File: src/source/spi_cfg.svh
`ifndef SPI_CFG_SVH
`define SPI_CFG_SVH

// Frame layout
`define SPI_FRAME_W 32
`define SPI_ADDR_W  7
`define SPI_DATA_W  24

// SCK half-period in CLK50MHZ cycles
`define SPI_DIV     2

`endif

File: src/source/spi_pkg.sv
`include "spi_cfg.svh"

package spi_pkg;

	////////////////////////////////////////////////////////////
	// Register access fields
	////////////////////////////////////////////////////////////
	typedef logic [`SPI_ADDR_W-1:0] spi_addr_t;
	typedef logic [`SPI_DATA_W-1:0] spi_data_t;

	// Divider counter, wide enough for SPI_DIV of one
	typedef logic [$clog2(`SPI_DIV + 1)-1:0] spi_div_cnt_t;

	// One SPI frame, seen as a shift word or as a register command
	typedef union packed {
		logic [`SPI_FRAME_W-1:0] raw;
		struct packed {
			logic      read;
			spi_addr_t addr;
			spi_data_t data;
		} f;
	} spi_frame_u;

endpackage

File: src/source/spi_clk_gen.sv
`timescale 1ns/1ps
`include "spi_cfg.svh"

module spi_clk_gen
	import spi_pkg::*;
(
	input  logic CLK50MHZ,
	input  logic RST,
	output logic sck_level,
	output logic sck_rise,
	output logic sck_fall
);

	spi_div_cnt_t cnt;
	logic         last;

	// Final cycle of the current half-period
	assign last = (cnt == spi_div_cnt_t'(`SPI_DIV - 1));

	always_ff @(posedge CLK50MHZ) begin
		if (RST) begin
			cnt       <= '0;
			sck_level <= 1'b0;
		end else if (last) begin
			cnt       <= '0;
			sck_level <= ~sck_level;
		end else begin
			cnt <= cnt + 1'b1;
		end
	end

	// Pulses lead the level toggle by one cycle
	assign sck_rise = last & ~sck_level;
	assign sck_fall = last & sck_level;

endmodule

File: src/source/spi_cmd_stage.sv
`timescale 1ns/1ps

module spi_cmd_stage
	import spi_pkg::*;
(
	input  logic       CLK50MHZ,
	input  logic       RST,
	// Command side
	input  logic       cmd_valid,
	output logic       cmd_ready,
	input  logic       cmd_read,
	input  spi_addr_t  cmd_addr,
	input  spi_data_t  cmd_data,
	// Engine side
	output logic       frame_valid,
	input  logic       frame_ready,
	output spi_frame_u tx_frame
);

	logic       full;
	spi_frame_u frame_q;

	////////////////////////////////////////////////////////////
	// Holding register control
	////////////////////////////////////////////////////////////
	always_ff @(posedge CLK50MHZ) begin
		if (RST) begin
			full <= 1'b0;
		end else if (cmd_valid && cmd_ready) begin
			full <= 1'b1;
		end else if (frame_valid && frame_ready) begin
			full <= 1'b0;
		end
	end

	// Pack the command into the field view
	always_ff @(posedge CLK50MHZ) begin
		if (cmd_valid && cmd_ready) begin
			frame_q.f.read <= cmd_read;
			frame_q.f.addr <= cmd_addr;
			frame_q.f.data <= cmd_data;
		end
	end

	assign cmd_ready   = ~full;
	assign frame_valid = full;
	assign tx_frame    = frame_q;

endmodule

File: src/source/spi_master_top.sv
`timescale 1ns/1ps

module spi_master_top
	import spi_pkg::*;
(
	input  logic      CLK50MHZ,
	input  logic      RST,
	// Commands
	input  logic      cmd_valid,
	output logic      cmd_ready,
	input  logic      cmd_read,
	input  spi_addr_t cmd_addr,
	input  spi_data_t cmd_data,
	// Responses
	output logic      rsp_valid,
	input  logic      rsp_ready,
	output logic      rsp_read,
	output spi_addr_t rsp_addr,
	output spi_data_t rsp_data,
	// SPI pins
	output logic      spi_cs,
	output logic      spi_sck,
	output logic      spi_mosi,
	input  logic      spi_miso
);

	logic       sck_level;
	logic       sck_rise;
	logic       sck_fall;
	logic       frame_valid;
	logic       frame_ready;
	spi_frame_u tx_frame;
	logic       rx_valid;
	logic       rx_ready;
	spi_frame_u rx_frame;

	////////////////////////////////////////////////////////////
	// Divider and pipeline stages
	////////////////////////////////////////////////////////////
	spi_clk_gen i_spi_clk_gen (
		.CLK50MHZ  (CLK50MHZ),
		.RST       (RST),
		.sck_level (sck_level),
		.sck_rise  (sck_rise),
		.sck_fall  (sck_fall)
	);

	spi_cmd_stage i_spi_cmd_stage (
		.CLK50MHZ    (CLK50MHZ),
		.RST         (RST),
		.cmd_valid   (cmd_valid),
		.cmd_ready   (cmd_ready),
		.cmd_read    (cmd_read),
		.cmd_addr    (cmd_addr),
		.cmd_data    (cmd_data),
		.frame_valid (frame_valid),
		.frame_ready (frame_ready),
		.tx_frame    (tx_frame)
	);

	spi_shift_engine i_spi_shift_engine (
		.CLK50MHZ    (CLK50MHZ),
		.RST         (RST),
		.sck_level   (sck_level),
		.sck_rise    (sck_rise),
		.sck_fall    (sck_fall),
		.frame_valid (frame_valid),
		.frame_ready (frame_ready),
		.tx_frame    (tx_frame),
		.rx_valid    (rx_valid),
		.rx_ready    (rx_ready),
		.rx_frame    (rx_frame),
		.spi_cs      (spi_cs),
		.spi_sck     (spi_sck),
		.spi_miso    (spi_miso),
		.spi_mosi    (spi_mosi)
	);

	spi_rsp_stage i_spi_rsp_stage (
		.CLK50MHZ  (CLK50MHZ),
		.RST       (RST),
		.rx_valid  (rx_valid),
		.rx_ready  (rx_ready),
		.rx_frame  (rx_frame),
		.rsp_valid (rsp_valid),
		.rsp_ready (rsp_ready),
		.rsp_read  (rsp_read),
		.rsp_addr  (rsp_addr),
		.rsp_data  (rsp_data)
	);

endmodule

File: src/source/spi_rsp_stage.sv
`timescale 1ns/1ps

module spi_rsp_stage
	import spi_pkg::*;
(
	input  logic       CLK50MHZ,
	input  logic       RST,
	// Engine side
	input  logic       rx_valid,
	output logic       rx_ready,
	input  spi_frame_u rx_frame,
	// Response side
	output logic       rsp_valid,
	input  logic       rsp_ready,
	output logic       rsp_read,
	output spi_addr_t  rsp_addr,
	output spi_data_t  rsp_data
);

	logic       full;
	spi_frame_u frame_q;

	always_ff @(posedge CLK50MHZ) begin
		if (RST) begin
			full <= 1'b0;
		end else if (rx_valid && rx_ready) begin
			full <= 1'b1;
		end else if (rsp_valid && rsp_ready) begin
			full <= 1'b0;
		end
	end

	// Received word, kept raw and decoded on the way out
	always_ff @(posedge CLK50MHZ) begin
		if (rx_valid && rx_ready)
			frame_q.raw <= rx_frame.raw;
	end

	assign rx_ready  = ~full;
	assign rsp_valid = full;
	assign rsp_read  = frame_q.f.read;
	assign rsp_addr  = frame_q.f.addr;
	assign rsp_data  = frame_q.f.data;

endmodule

File: src/source/spi_shift_engine.sv
`timescale 1ns/1ps

module spi_shift_engine
	import spi_pkg::*;
(
	input  logic       CLK50MHZ,
	input  logic       RST,
	// Divider
	input  logic       sck_level,
	input  logic       sck_rise,
	input  logic       sck_fall,
	// Command stage
	input  logic       frame_valid,
	output logic       frame_ready,
	input  spi_frame_u tx_frame,
	// Response stage
	output logic       rx_valid,
	input  logic       rx_ready,
	output spi_frame_u rx_frame,
	// SPI pins
	output logic       spi_cs,
	output logic       spi_sck,
	input  logic       spi_miso,
	output logic       spi_mosi
);

	localparam int FRAME_W = $bits(spi_frame_u);
	localparam int CNT_W   = $clog2(FRAME_W + 1);

	localparam logic [2:0] ST_IDLE  = 3'd0;
	localparam logic [2:0] ST_LEAD  = 3'd1;
	localparam logic [2:0] ST_SHIFT = 3'd2;
	localparam logic [2:0] ST_TRAIL = 3'd3;
	localparam logic [2:0] ST_HOLD  = 3'd4;

	logic [2:0]       state;
	logic [2:0]       state_nxt;
	logic [CNT_W-1:0] bit_cnt;
	logic             bit_done;
	logic             shift_rise;
	logic             shift_fall;
	logic             level_nxt;
	logic             last_bit;
	spi_frame_u       shreg;

	// Start only on a rising pulse so the lead half-period is whole
	assign frame_ready = (state == ST_IDLE) && sck_rise;
	assign shift_rise  = (state == ST_SHIFT) && sck_rise;
	assign shift_fall  = (state == ST_SHIFT) && sck_fall;
	assign bit_done    = (bit_cnt == CNT_W'(FRAME_W));
	assign level_nxt   = sck_level ^ (sck_rise | sck_fall);
	assign rx_frame    = shreg;

	////////////////////////////////////////////////////////////
	// Frame sequencing
	////////////////////////////////////////////////////////////
	always_comb begin
		state_nxt = state;
		case (state)
			ST_IDLE:  if (frame_valid && frame_ready) state_nxt = ST_LEAD;
			ST_LEAD:  if (sck_fall) state_nxt = ST_SHIFT;
			ST_SHIFT: if (sck_fall && bit_done) state_nxt = ST_TRAIL;
			ST_TRAIL: begin
				if (sck_rise) begin
					// Response still pending keeps CS high and blocks the next frame
					state_nxt = (rx_valid && !rx_ready) ? ST_HOLD : ST_IDLE;
				end
			end
			ST_HOLD:  if (rx_ready) state_nxt = ST_IDLE;
			default:  state_nxt = ST_IDLE;
		endcase
	end

	always_ff @(posedge CLK50MHZ) begin
		if (RST) begin
			state    <= ST_IDLE;
			spi_cs   <= 1'b1;
			spi_sck  <= 1'b0;
			spi_mosi <= 1'b0;
			bit_cnt  <= '0;
			last_bit <= 1'b0;
			rx_valid <= 1'b0;
		end else begin
			state    <= state_nxt;
			spi_cs   <= ~(state_nxt == ST_LEAD || state_nxt == ST_SHIFT ||
				state_nxt == ST_TRAIL);
			spi_sck  <= (state_nxt == ST_SHIFT) && level_nxt;
			last_bit <= shift_rise && (bit_cnt == CNT_W'(FRAME_W - 1));
			if (frame_valid && frame_ready) begin
				bit_cnt  <= '0;
				spi_mosi <= tx_frame.raw[FRAME_W-1];
			end
			if (shift_rise)
				bit_cnt <= bit_cnt + 1'b1;
			// MOSI moves on the falling edge, idles low after the last bit
			if (shift_fall)
				spi_mosi <= bit_done ? 1'b0 : shreg.raw[FRAME_W-1];
			if (last_bit)
				rx_valid <= 1'b1;
			else if (rx_valid && rx_ready)
				rx_valid <= 1'b0;
		end
	end

	// Full-duplex shifter, MISO enters at the LSB
	always_ff @(posedge CLK50MHZ) begin
		if (frame_valid && frame_ready)
			shreg <= tx_frame;
		else if (shift_rise)
			shreg.raw <= {shreg.raw[FRAME_W-2:0], spi_miso};
	end

endmodule

File: config.mk
export PLATFORM = sky130hd
export DESIGN_NAME = spi_master_top
export DESIGN_NICKNAME = d
export VERILOG_FILES = /design/src/source/spi_pkg.sv /design/src/source/spi_clk_gen.sv /design/src/source/spi_cmd_stage.sv /design/src/source/spi_master_top.sv /design/src/source/spi_rsp_stage.sv /design/src/source/spi_shift_engine.sv
export VERILOG_INCLUDE_DIRS = /design/src /design/src/source
export SDC_FILE = /design/constraint.sdc
export NUM_CORES = 1
export LEC_CHECK = 0
export BUFFER_PORTS_ARGS = -buffer_cell sky130_fd_sc_hd__buf_2
export CORE_MARGIN = 1
export CORE_UTILIZATION = 57
export CTS_BUF_LIST = sky130_fd_sc_hd__clkbuf_4
export CTS_CLUSTER_DIAMETER = 80
export DETAILED_ROUTE_END_ITERATION = 12
export PLACE_DENSITY = 0.81
export SYNTH_ARGS = -nofsm -noshare
export SYNTH_HDL_FRONTEND = slang
export SYNTH_SLANG_ARGS = --single-unit
export TNS_END_PERCENT = 5
File: constraint.sdc
create_clock -name CLK50MHZ -period 2.55 [get_ports CLK50MHZ]
set_input_delay 0.255 -clock CLK50MHZ [delete_from_list [all_inputs] [get_ports CLK50MHZ]]
set_output_delay 0.255 -clock CLK50MHZ [all_outputs]
set_load 0.02 [all_outputs]
After elaboration in Yosys (flattened, before gate mapping)
Cells that the tools add are included.
{ "totals": {"ff_bits": 115, "inputBits": 37, "wordCells": 74} }
{ "op_classes": {"mux": 20, "addsub": 2, "eq_ne": 10, "bitwise": 8, "reduce_logical": 20} }
{ "ops": {"columns": ["cell", "n"], "rows": [
  ["32-bit 2-to-1 mux", 2],
  ["3-bit 2-to-1 mux", 6],
  ["3-bit case mux with 5 select lines", 1],
  ["3-bit by 2-bit == test with 1-bit output (second input constant)", 4],
  ["6-bit 2-to-1 mux", 2],
  ["1-bit logical AND", 11],
  ["2-bit nonzero test", 5],
  ["1-bit 2-to-1 mux", 9],
  ["6-bit by 1-bit adder with 6-bit output (second input constant)", 1],
  ["3-bit by 1-bit == test with 1-bit output (second input constant)", 2],
  ["6-bit by 5-bit == test with 1-bit output (second input constant)", 1],
  ["6-bit == test (second input constant)", 1],
  ["1-bit NOT", 4],
  ["3-bit == test (second input constant)", 1],
  ["3-bit logical NOT", 1],
  ["2-bit by 1-bit adder with 2-bit output (second input constant)", 1],
  ["1-bit bitwise AND", 2],
  ["2-bit by 1-bit == test with 1-bit output (second input constant)", 1],
  ["1-bit logical OR", 2],
  ["2-bit OR reduction", 1],
  ["1-bit bitwise OR", 1],
  ["1-bit bitwise XOR", 1]
]} }

Logic depth before layout (Yosys ltp)
{ "depth": {"word_depth": 10, "mapped_depth": 9, "mapped_depth_nobuf": 7} }

Modules after synthesis
A second synthesis with hierarchy kept.
{ "unflattened": {"hier_cells": 238, "area_unflattened_um2": 4375.4} }
{ "by_module_without_submodules": {"columns": ["mod", "cells_per_inst", "instances", "seq_area_each_um2", "area_per_inst_um2"], "rows": [
  ["spi_shift_engine", 153, 1, 1241.2, 2253.4],
  ["spi_cmd_stage", 37, 1, 980.9, 1004.7],
  ["spi_rsp_stage", 37, 1, 980.9, 1004.7],
  ["spi_clk_gen", 11, 1, 60.1, 112.6]
]} }

Worst setup path before layout
No wires, ideal clock.
{ "synth_timing": {"path_kind": "register to register", "startpoint": "register i_spi_clk_gen.cnt[0]", "endpoint": "register i_spi_shift_engine.shreg (netlist bit i_spi_shift_engine.rx_frame[0]), enable pin", "arrival_ps": 1919, "path_buffers": 1, "required_time_ps": 2163, "setup_ps": 387, "path_slack_ps": 244, "stages_incl_launch_ff": 7, "path_cell_list": "dfxtp_1 -> ha_1 -> ha_1 -> buf_4 -> nand2b_1 -> or3_4 -> inv_1"} }
{ "synth_between": {"elab_chain_cells": 5, "elab_cells_between_ends": 6, "cone_classes": "eq/ne (1); bitwise (1); reduce/logical (4)"} }
{ "synth_rtl": {"columns": ["item", "line_no", "source"], "rows": [
  ["start, declared", "spi_clk_gen.sv:14", "spi_div_cnt_t cnt;"],
  ["start signal, assigned", "spi_clk_gen.sv:28", "cnt <= cnt + 1'b1;"],
  ["2-bit by 1-bit == test with 1-bit output *", "spi_clk_gen.sv:18", "assign last = (cnt == spi_div_cnt_t'(`SPI_DIV - 1));"],
  ["1-bit bitwise AND *", "spi_clk_gen.sv:33", "assign sck_rise = last & ~sck_level;"],
  ["1-bit logical AND", "spi_shift_engine.sv:47", "assign frame_ready = (state == ST_IDLE) && sck_rise;"],
  ["1-bit logical AND", "spi_shift_engine.sv:107", "if (frame_valid && frame_ready)"],
  ["2-bit nonzero test (no line) *", null, null],
  ["end signal, assigned", "spi_shift_engine.sv:108", "shreg <= tx_frame;"],
  ["end, declared", "spi_shift_engine.sv:44", "spi_frame_u shreg;"]
]} }
Mark *: on every way between the ends. The rest lies on a longest branch, timed or not.
A chain may end at the register's enable or synchronous reset.

Final worst setup path
{ "layout_timing": {"startpoint": "register i_spi_clk_gen.cnt[0]", "endpoint": "register i_spi_shift_engine.shreg (netlist bit i_spi_shift_engine.rx_frame[19]) (data pin)"} }
{ "layout_between": {"elab_chain_cells": 5} }
{ "layout_rtl": {"columns": ["item", "line_no"], "rows": [
  ["2-bit by 1-bit == test with 1-bit output", "spi_clk_gen.sv:18"],
  ["1-bit bitwise AND", "spi_clk_gen.sv:33"],
  ["1-bit logical AND", "spi_shift_engine.sv:47"],
  ["1-bit logical AND", "spi_shift_engine.sv:107"],
  ["32-bit 2-to-1 mux", "spi_shift_engine.sv:107"]
]} }
No other way between the ends.

==> summary.txt <==
Outcome
  • Outcome: completed

Route
  • WL met2: 3670 um
  • Drt initial violations: 188
  • Metal3 WL: 267 um
  • Metal-1 WL: 3173 um
  • Vias per inst: 5.096
  • Routed Antenna Nets: 0
  • Vias: 2,441
  • Length of the first detailed-routing pass in iterations: 4
  • Routed WL: 7220 um
  • Detailed-route DRC error count: 0
  • Highest Signal Layer: met4
  • DR WL/cell: 15.07 um

CTS
  • CTS tree: built
  • H-tree level count: 4
  • TritonCTS Sinks: 115
  • Root Buffer: clkbuf_4
  • Num CTS Buffers: 17
  • Resized cells post-CTS: 0
  • Clock transition at the registers of the reported paths: 0.10 ns
  • CTS Buffer Depth: 2
  • Clk_lat worst skew: 0.50 ns

Timing
  • Max Clock Skew: 0.01924 ns
  • Sum Neg Setup Slack: 0 ns
  • Worst slew margin: 63.20%
  • Worst Tran Pin Value: 0.5513 ns
  • Minimum clock period: 2.290 ns
  • Highest clock rate: 436.7 MHz
  • Setup violators final: 0
  • Tcrit/Tclk final: 89.80%
  • RSZ-0062 raised after global routing: false
  • Max-slew violations: 0
  • Final hold viol count: 0

Yosys
  • XOR/XNOR Fraction of Synth Area: 0.2050%
  • Largest family of logic cells by synthesized area: multiplexers
  • Mux contribution to synthesized area: 8.436%
  • Simple-Gate Fraction of Synth Area: 8.348%
  • Synth top cells by count: edfxtp_1 (96), mux2_2 (31), dfxtp_1 (19)
  • Sequential cell area fraction in the yosys report: 76.39%
  • Synth cell types: 38
  • Post-synth top area share: 67.49%
  • Synth Register Bits: 115
  • Largest cells by area after synthesis: edfxtp_1 (67%), dfxtp_1 (8.9%), mux2_2 (8.2%)
  • Synth Area in Compound Gates: 2.900%
  • Area leader, netlist: edfxtp_1
  • Adder-Cell Fraction of Synth Area: 1.465%
  • Top-count cell post-synth: edfxtp_1
  • Syn Nets: 287
  • Ys async rst share: 0%
  • Ys Warns: 0
  • Mapped Area: 4272 sq um
  • Post-synth EDFFs: 96
  • Syn_area_per_cell: 17.44 sq um
  • Post-Syn Instances: 245
  • Top_reg_cell synth: edfxtp_1

Final layout
  • Fillers: 430
  • Antenna Cells: 0
  • Multi-input logic area: 927.1 sq um
  • Synthesis-to-layout area growth: 25.98%
  • Layout cell share with drive strength beyond 1: 39.21%
  • Reg area: 3263 sq um
  • NumNets Final: 409
  • Final Instance Count excl. Fillers: 479

Worst setup path
  • CP endpoint: i_spi_shift_engine.rx_frame[19]
  • Reg2Reg Launch Point: i_spi_clk_gen.cnt[0]
  • Reg2Reg Depth: 6
  • Worst R2R Setup Slack: 0.26 ns
  • CP arrival: 2.53 ns
  • Slowest-stage cell, CP: ha_1
  • CP peak stage delay: 0.44 ns
  • Most used cell, CP: ha_1
  • Critical Path Fanout Max: 22
  • Critical path required time: 2.79 ns
  • Crit path capture type: flop
  • Crit path buf inv count: 1
  • Reg-to-Reg End: i_spi_shift_engine.rx_frame[19]
  • WS Path Type: reg2reg
  • CP startpoint: i_spi_clk_gen.cnt[0]
  • Worst path depth: 6
  • CP Cell Sequence: ha_1 > ha_1 > nand4bb_4 > nor2_4 > buf_4 > mux2_2
  • CP top delay family: adder cells
  • Worst setup SP type: flop

Die
  • Die Y: 88.57 um
  • Row count: 31
  • Chip Width: 88.57 um
  • Starting Density: 58.89%
  • Core Area: 7253 sq um
  • I/O pin count: 74
  • Die ar.: 7845 sq um

Placement
  • Detail Placement HPWL: 4304 um
  • Placed insts: 413
  • Placer Congestion: 0.7814
  • Buffers added on ports: 73

Power and ir drop
  • P_leak: 1.957 nW
  • Combinational power share: 7.0%
  • Clk pwr share: 34.8%
  • Sw power: 0.8573 mW
  • Sequential Power Share: 58.2%
  • Cell Pwr Density: 687.6 nW/um^2
  • Switch share: 23.17%
  • Maximum VDD drop: 0.6119 mV
  • Internal: 2.843 mW

GRT
  • All-Layer GR Usage: 20.21%
  • Initial antenna violation count: 0
  • Vias in the first global route: 2,346
  • Largest net degree at the start of global routing: 33
  • First-pass GRT wire length: 11,060 um
  • Total congestion overflow: 0

Flow run
  • Maxcap violations: 0

Min path
  • Hold path start: spi_miso
  • Hold WC Path Type: in2reg
final cells by class:
type	instances	share of cell area (%)
multi-input cells	114	17.23
clock inverters	15	2.930
well taps	99	2.302
repair buffers	112	14.04
clock buffers	17	2.372
flip-flops and latches	115	60.64
inverters	7	0.4883
registers in the layout, summed over array words and instances (netlist names), 2 cells and up:
| name | flops |
|---|---|
| i_spi_clk_gen.cnt | 2 |
| i_spi_shift_engine.bit_cnt | 6 |
| i_spi_shift_engine.state | 3 |
| i_spi_shift_engine.rx_frame | 32 |
| i_spi_rsp_stage.frame_q | 32 |
| i_spi_cmd_stage.tx_frame | 32 |
power by group through the flow:
stage	sequential [mW]	clock (mW)	combinational, mW
3_3_place_gp	2.19	0	0.208
3_5_place_dp	2.20	0	0.216
5_1_grt	2.16	1.40	0.283
2_1_floorplan	2.19	0	0.152
6_report	2.15	1.29	0.259
4_1_cts	2.15	1.32	0.258
repair_timing:
item,4_1_cts,5_1_grt
hold buffers,34,0
setup buffers,0,0
endpoints found under the hold margin,34,0
placed cells by master, fill, tap and decap left out, drive strengths merged, types with 3 or more instances in the layout:
cell type	Yosys	final
edfxtp	96	96
nand2	11	11
a21oi	8	8
nor3	6	6
mux2	32	32
clkbuf	1	17
nand3	4	4
ha	5	5
o21ai	6	6
nor3b	3	3
clkinv	0	8
dlygate4sd3	0	34
or3	3	3
dfxtp	19	19
buf	8	78
clkinvlp	0	3
nor2	12	12
nor2b	3	3
inv	7	9
worst min-delay path by stage:
stage / to / slack, ns / cells past startpoint
global route: i_spi_shift_engine.rx_frame[0] / 0.02 / 2
global placement: i_spi_clk_gen.cnt[0] / 0.41 / 1
finish: i_spi_shift_engine.rx_frame[0] / 0.07 / 2
detailed placement: i_spi_clk_gen.cnt[0] / 0.43 / 1
floorplan: i_spi_cmd_stage.tx_frame[0] / 0.35 / 0
CTS: i_spi_shift_engine.rx_frame[0] / 0.02 / 2
worst reg2reg max path: stages (launching register included):
cell	delay (ns)
dfxtp_1	0.35
ha_1	0.26
ha_1	0.44
nand4bb_4	0.18
nor2_4	0.12
buf_4	0.30
mux2_2	0.40
layer usage:
metal  up-vias  global-route usage, %
met5         -                      0
met4         0                  10.70
met3        10                  6.250
met2        76                  33.01
met1      1165                  24.22
li1       1190                      -
through the flow:
stage               cell area [sq um]  total power [mW]  setup slack, ns  util, %  hold WS, ns
CTS                              5381             3.726           0.2686    74.19      0.01647
global placement                 4756             2.401           0.3886    65.57       0.4096
global route                     5381             3.843           0.1320    74.19      0.01887
finish                           5381             3.700           0.2602    74.19      0.06526
detailed placement               4756             2.412           0.2942    65.57       0.4266
floorplan                        4272             2.338           0.2444        -       0.3539
cells by family after synthesis:
| logic type | after synthesis |
|---|---|
| compound gates | 21 |
| buf+inv | 16 |
| simple gates | 55 |
| mux | 32 |
| xor+xnor | 1 |
| fa+ha+maj | 5 |
| flops | 115 |
No activity file was read; power rests on OpenSTA's default activity.
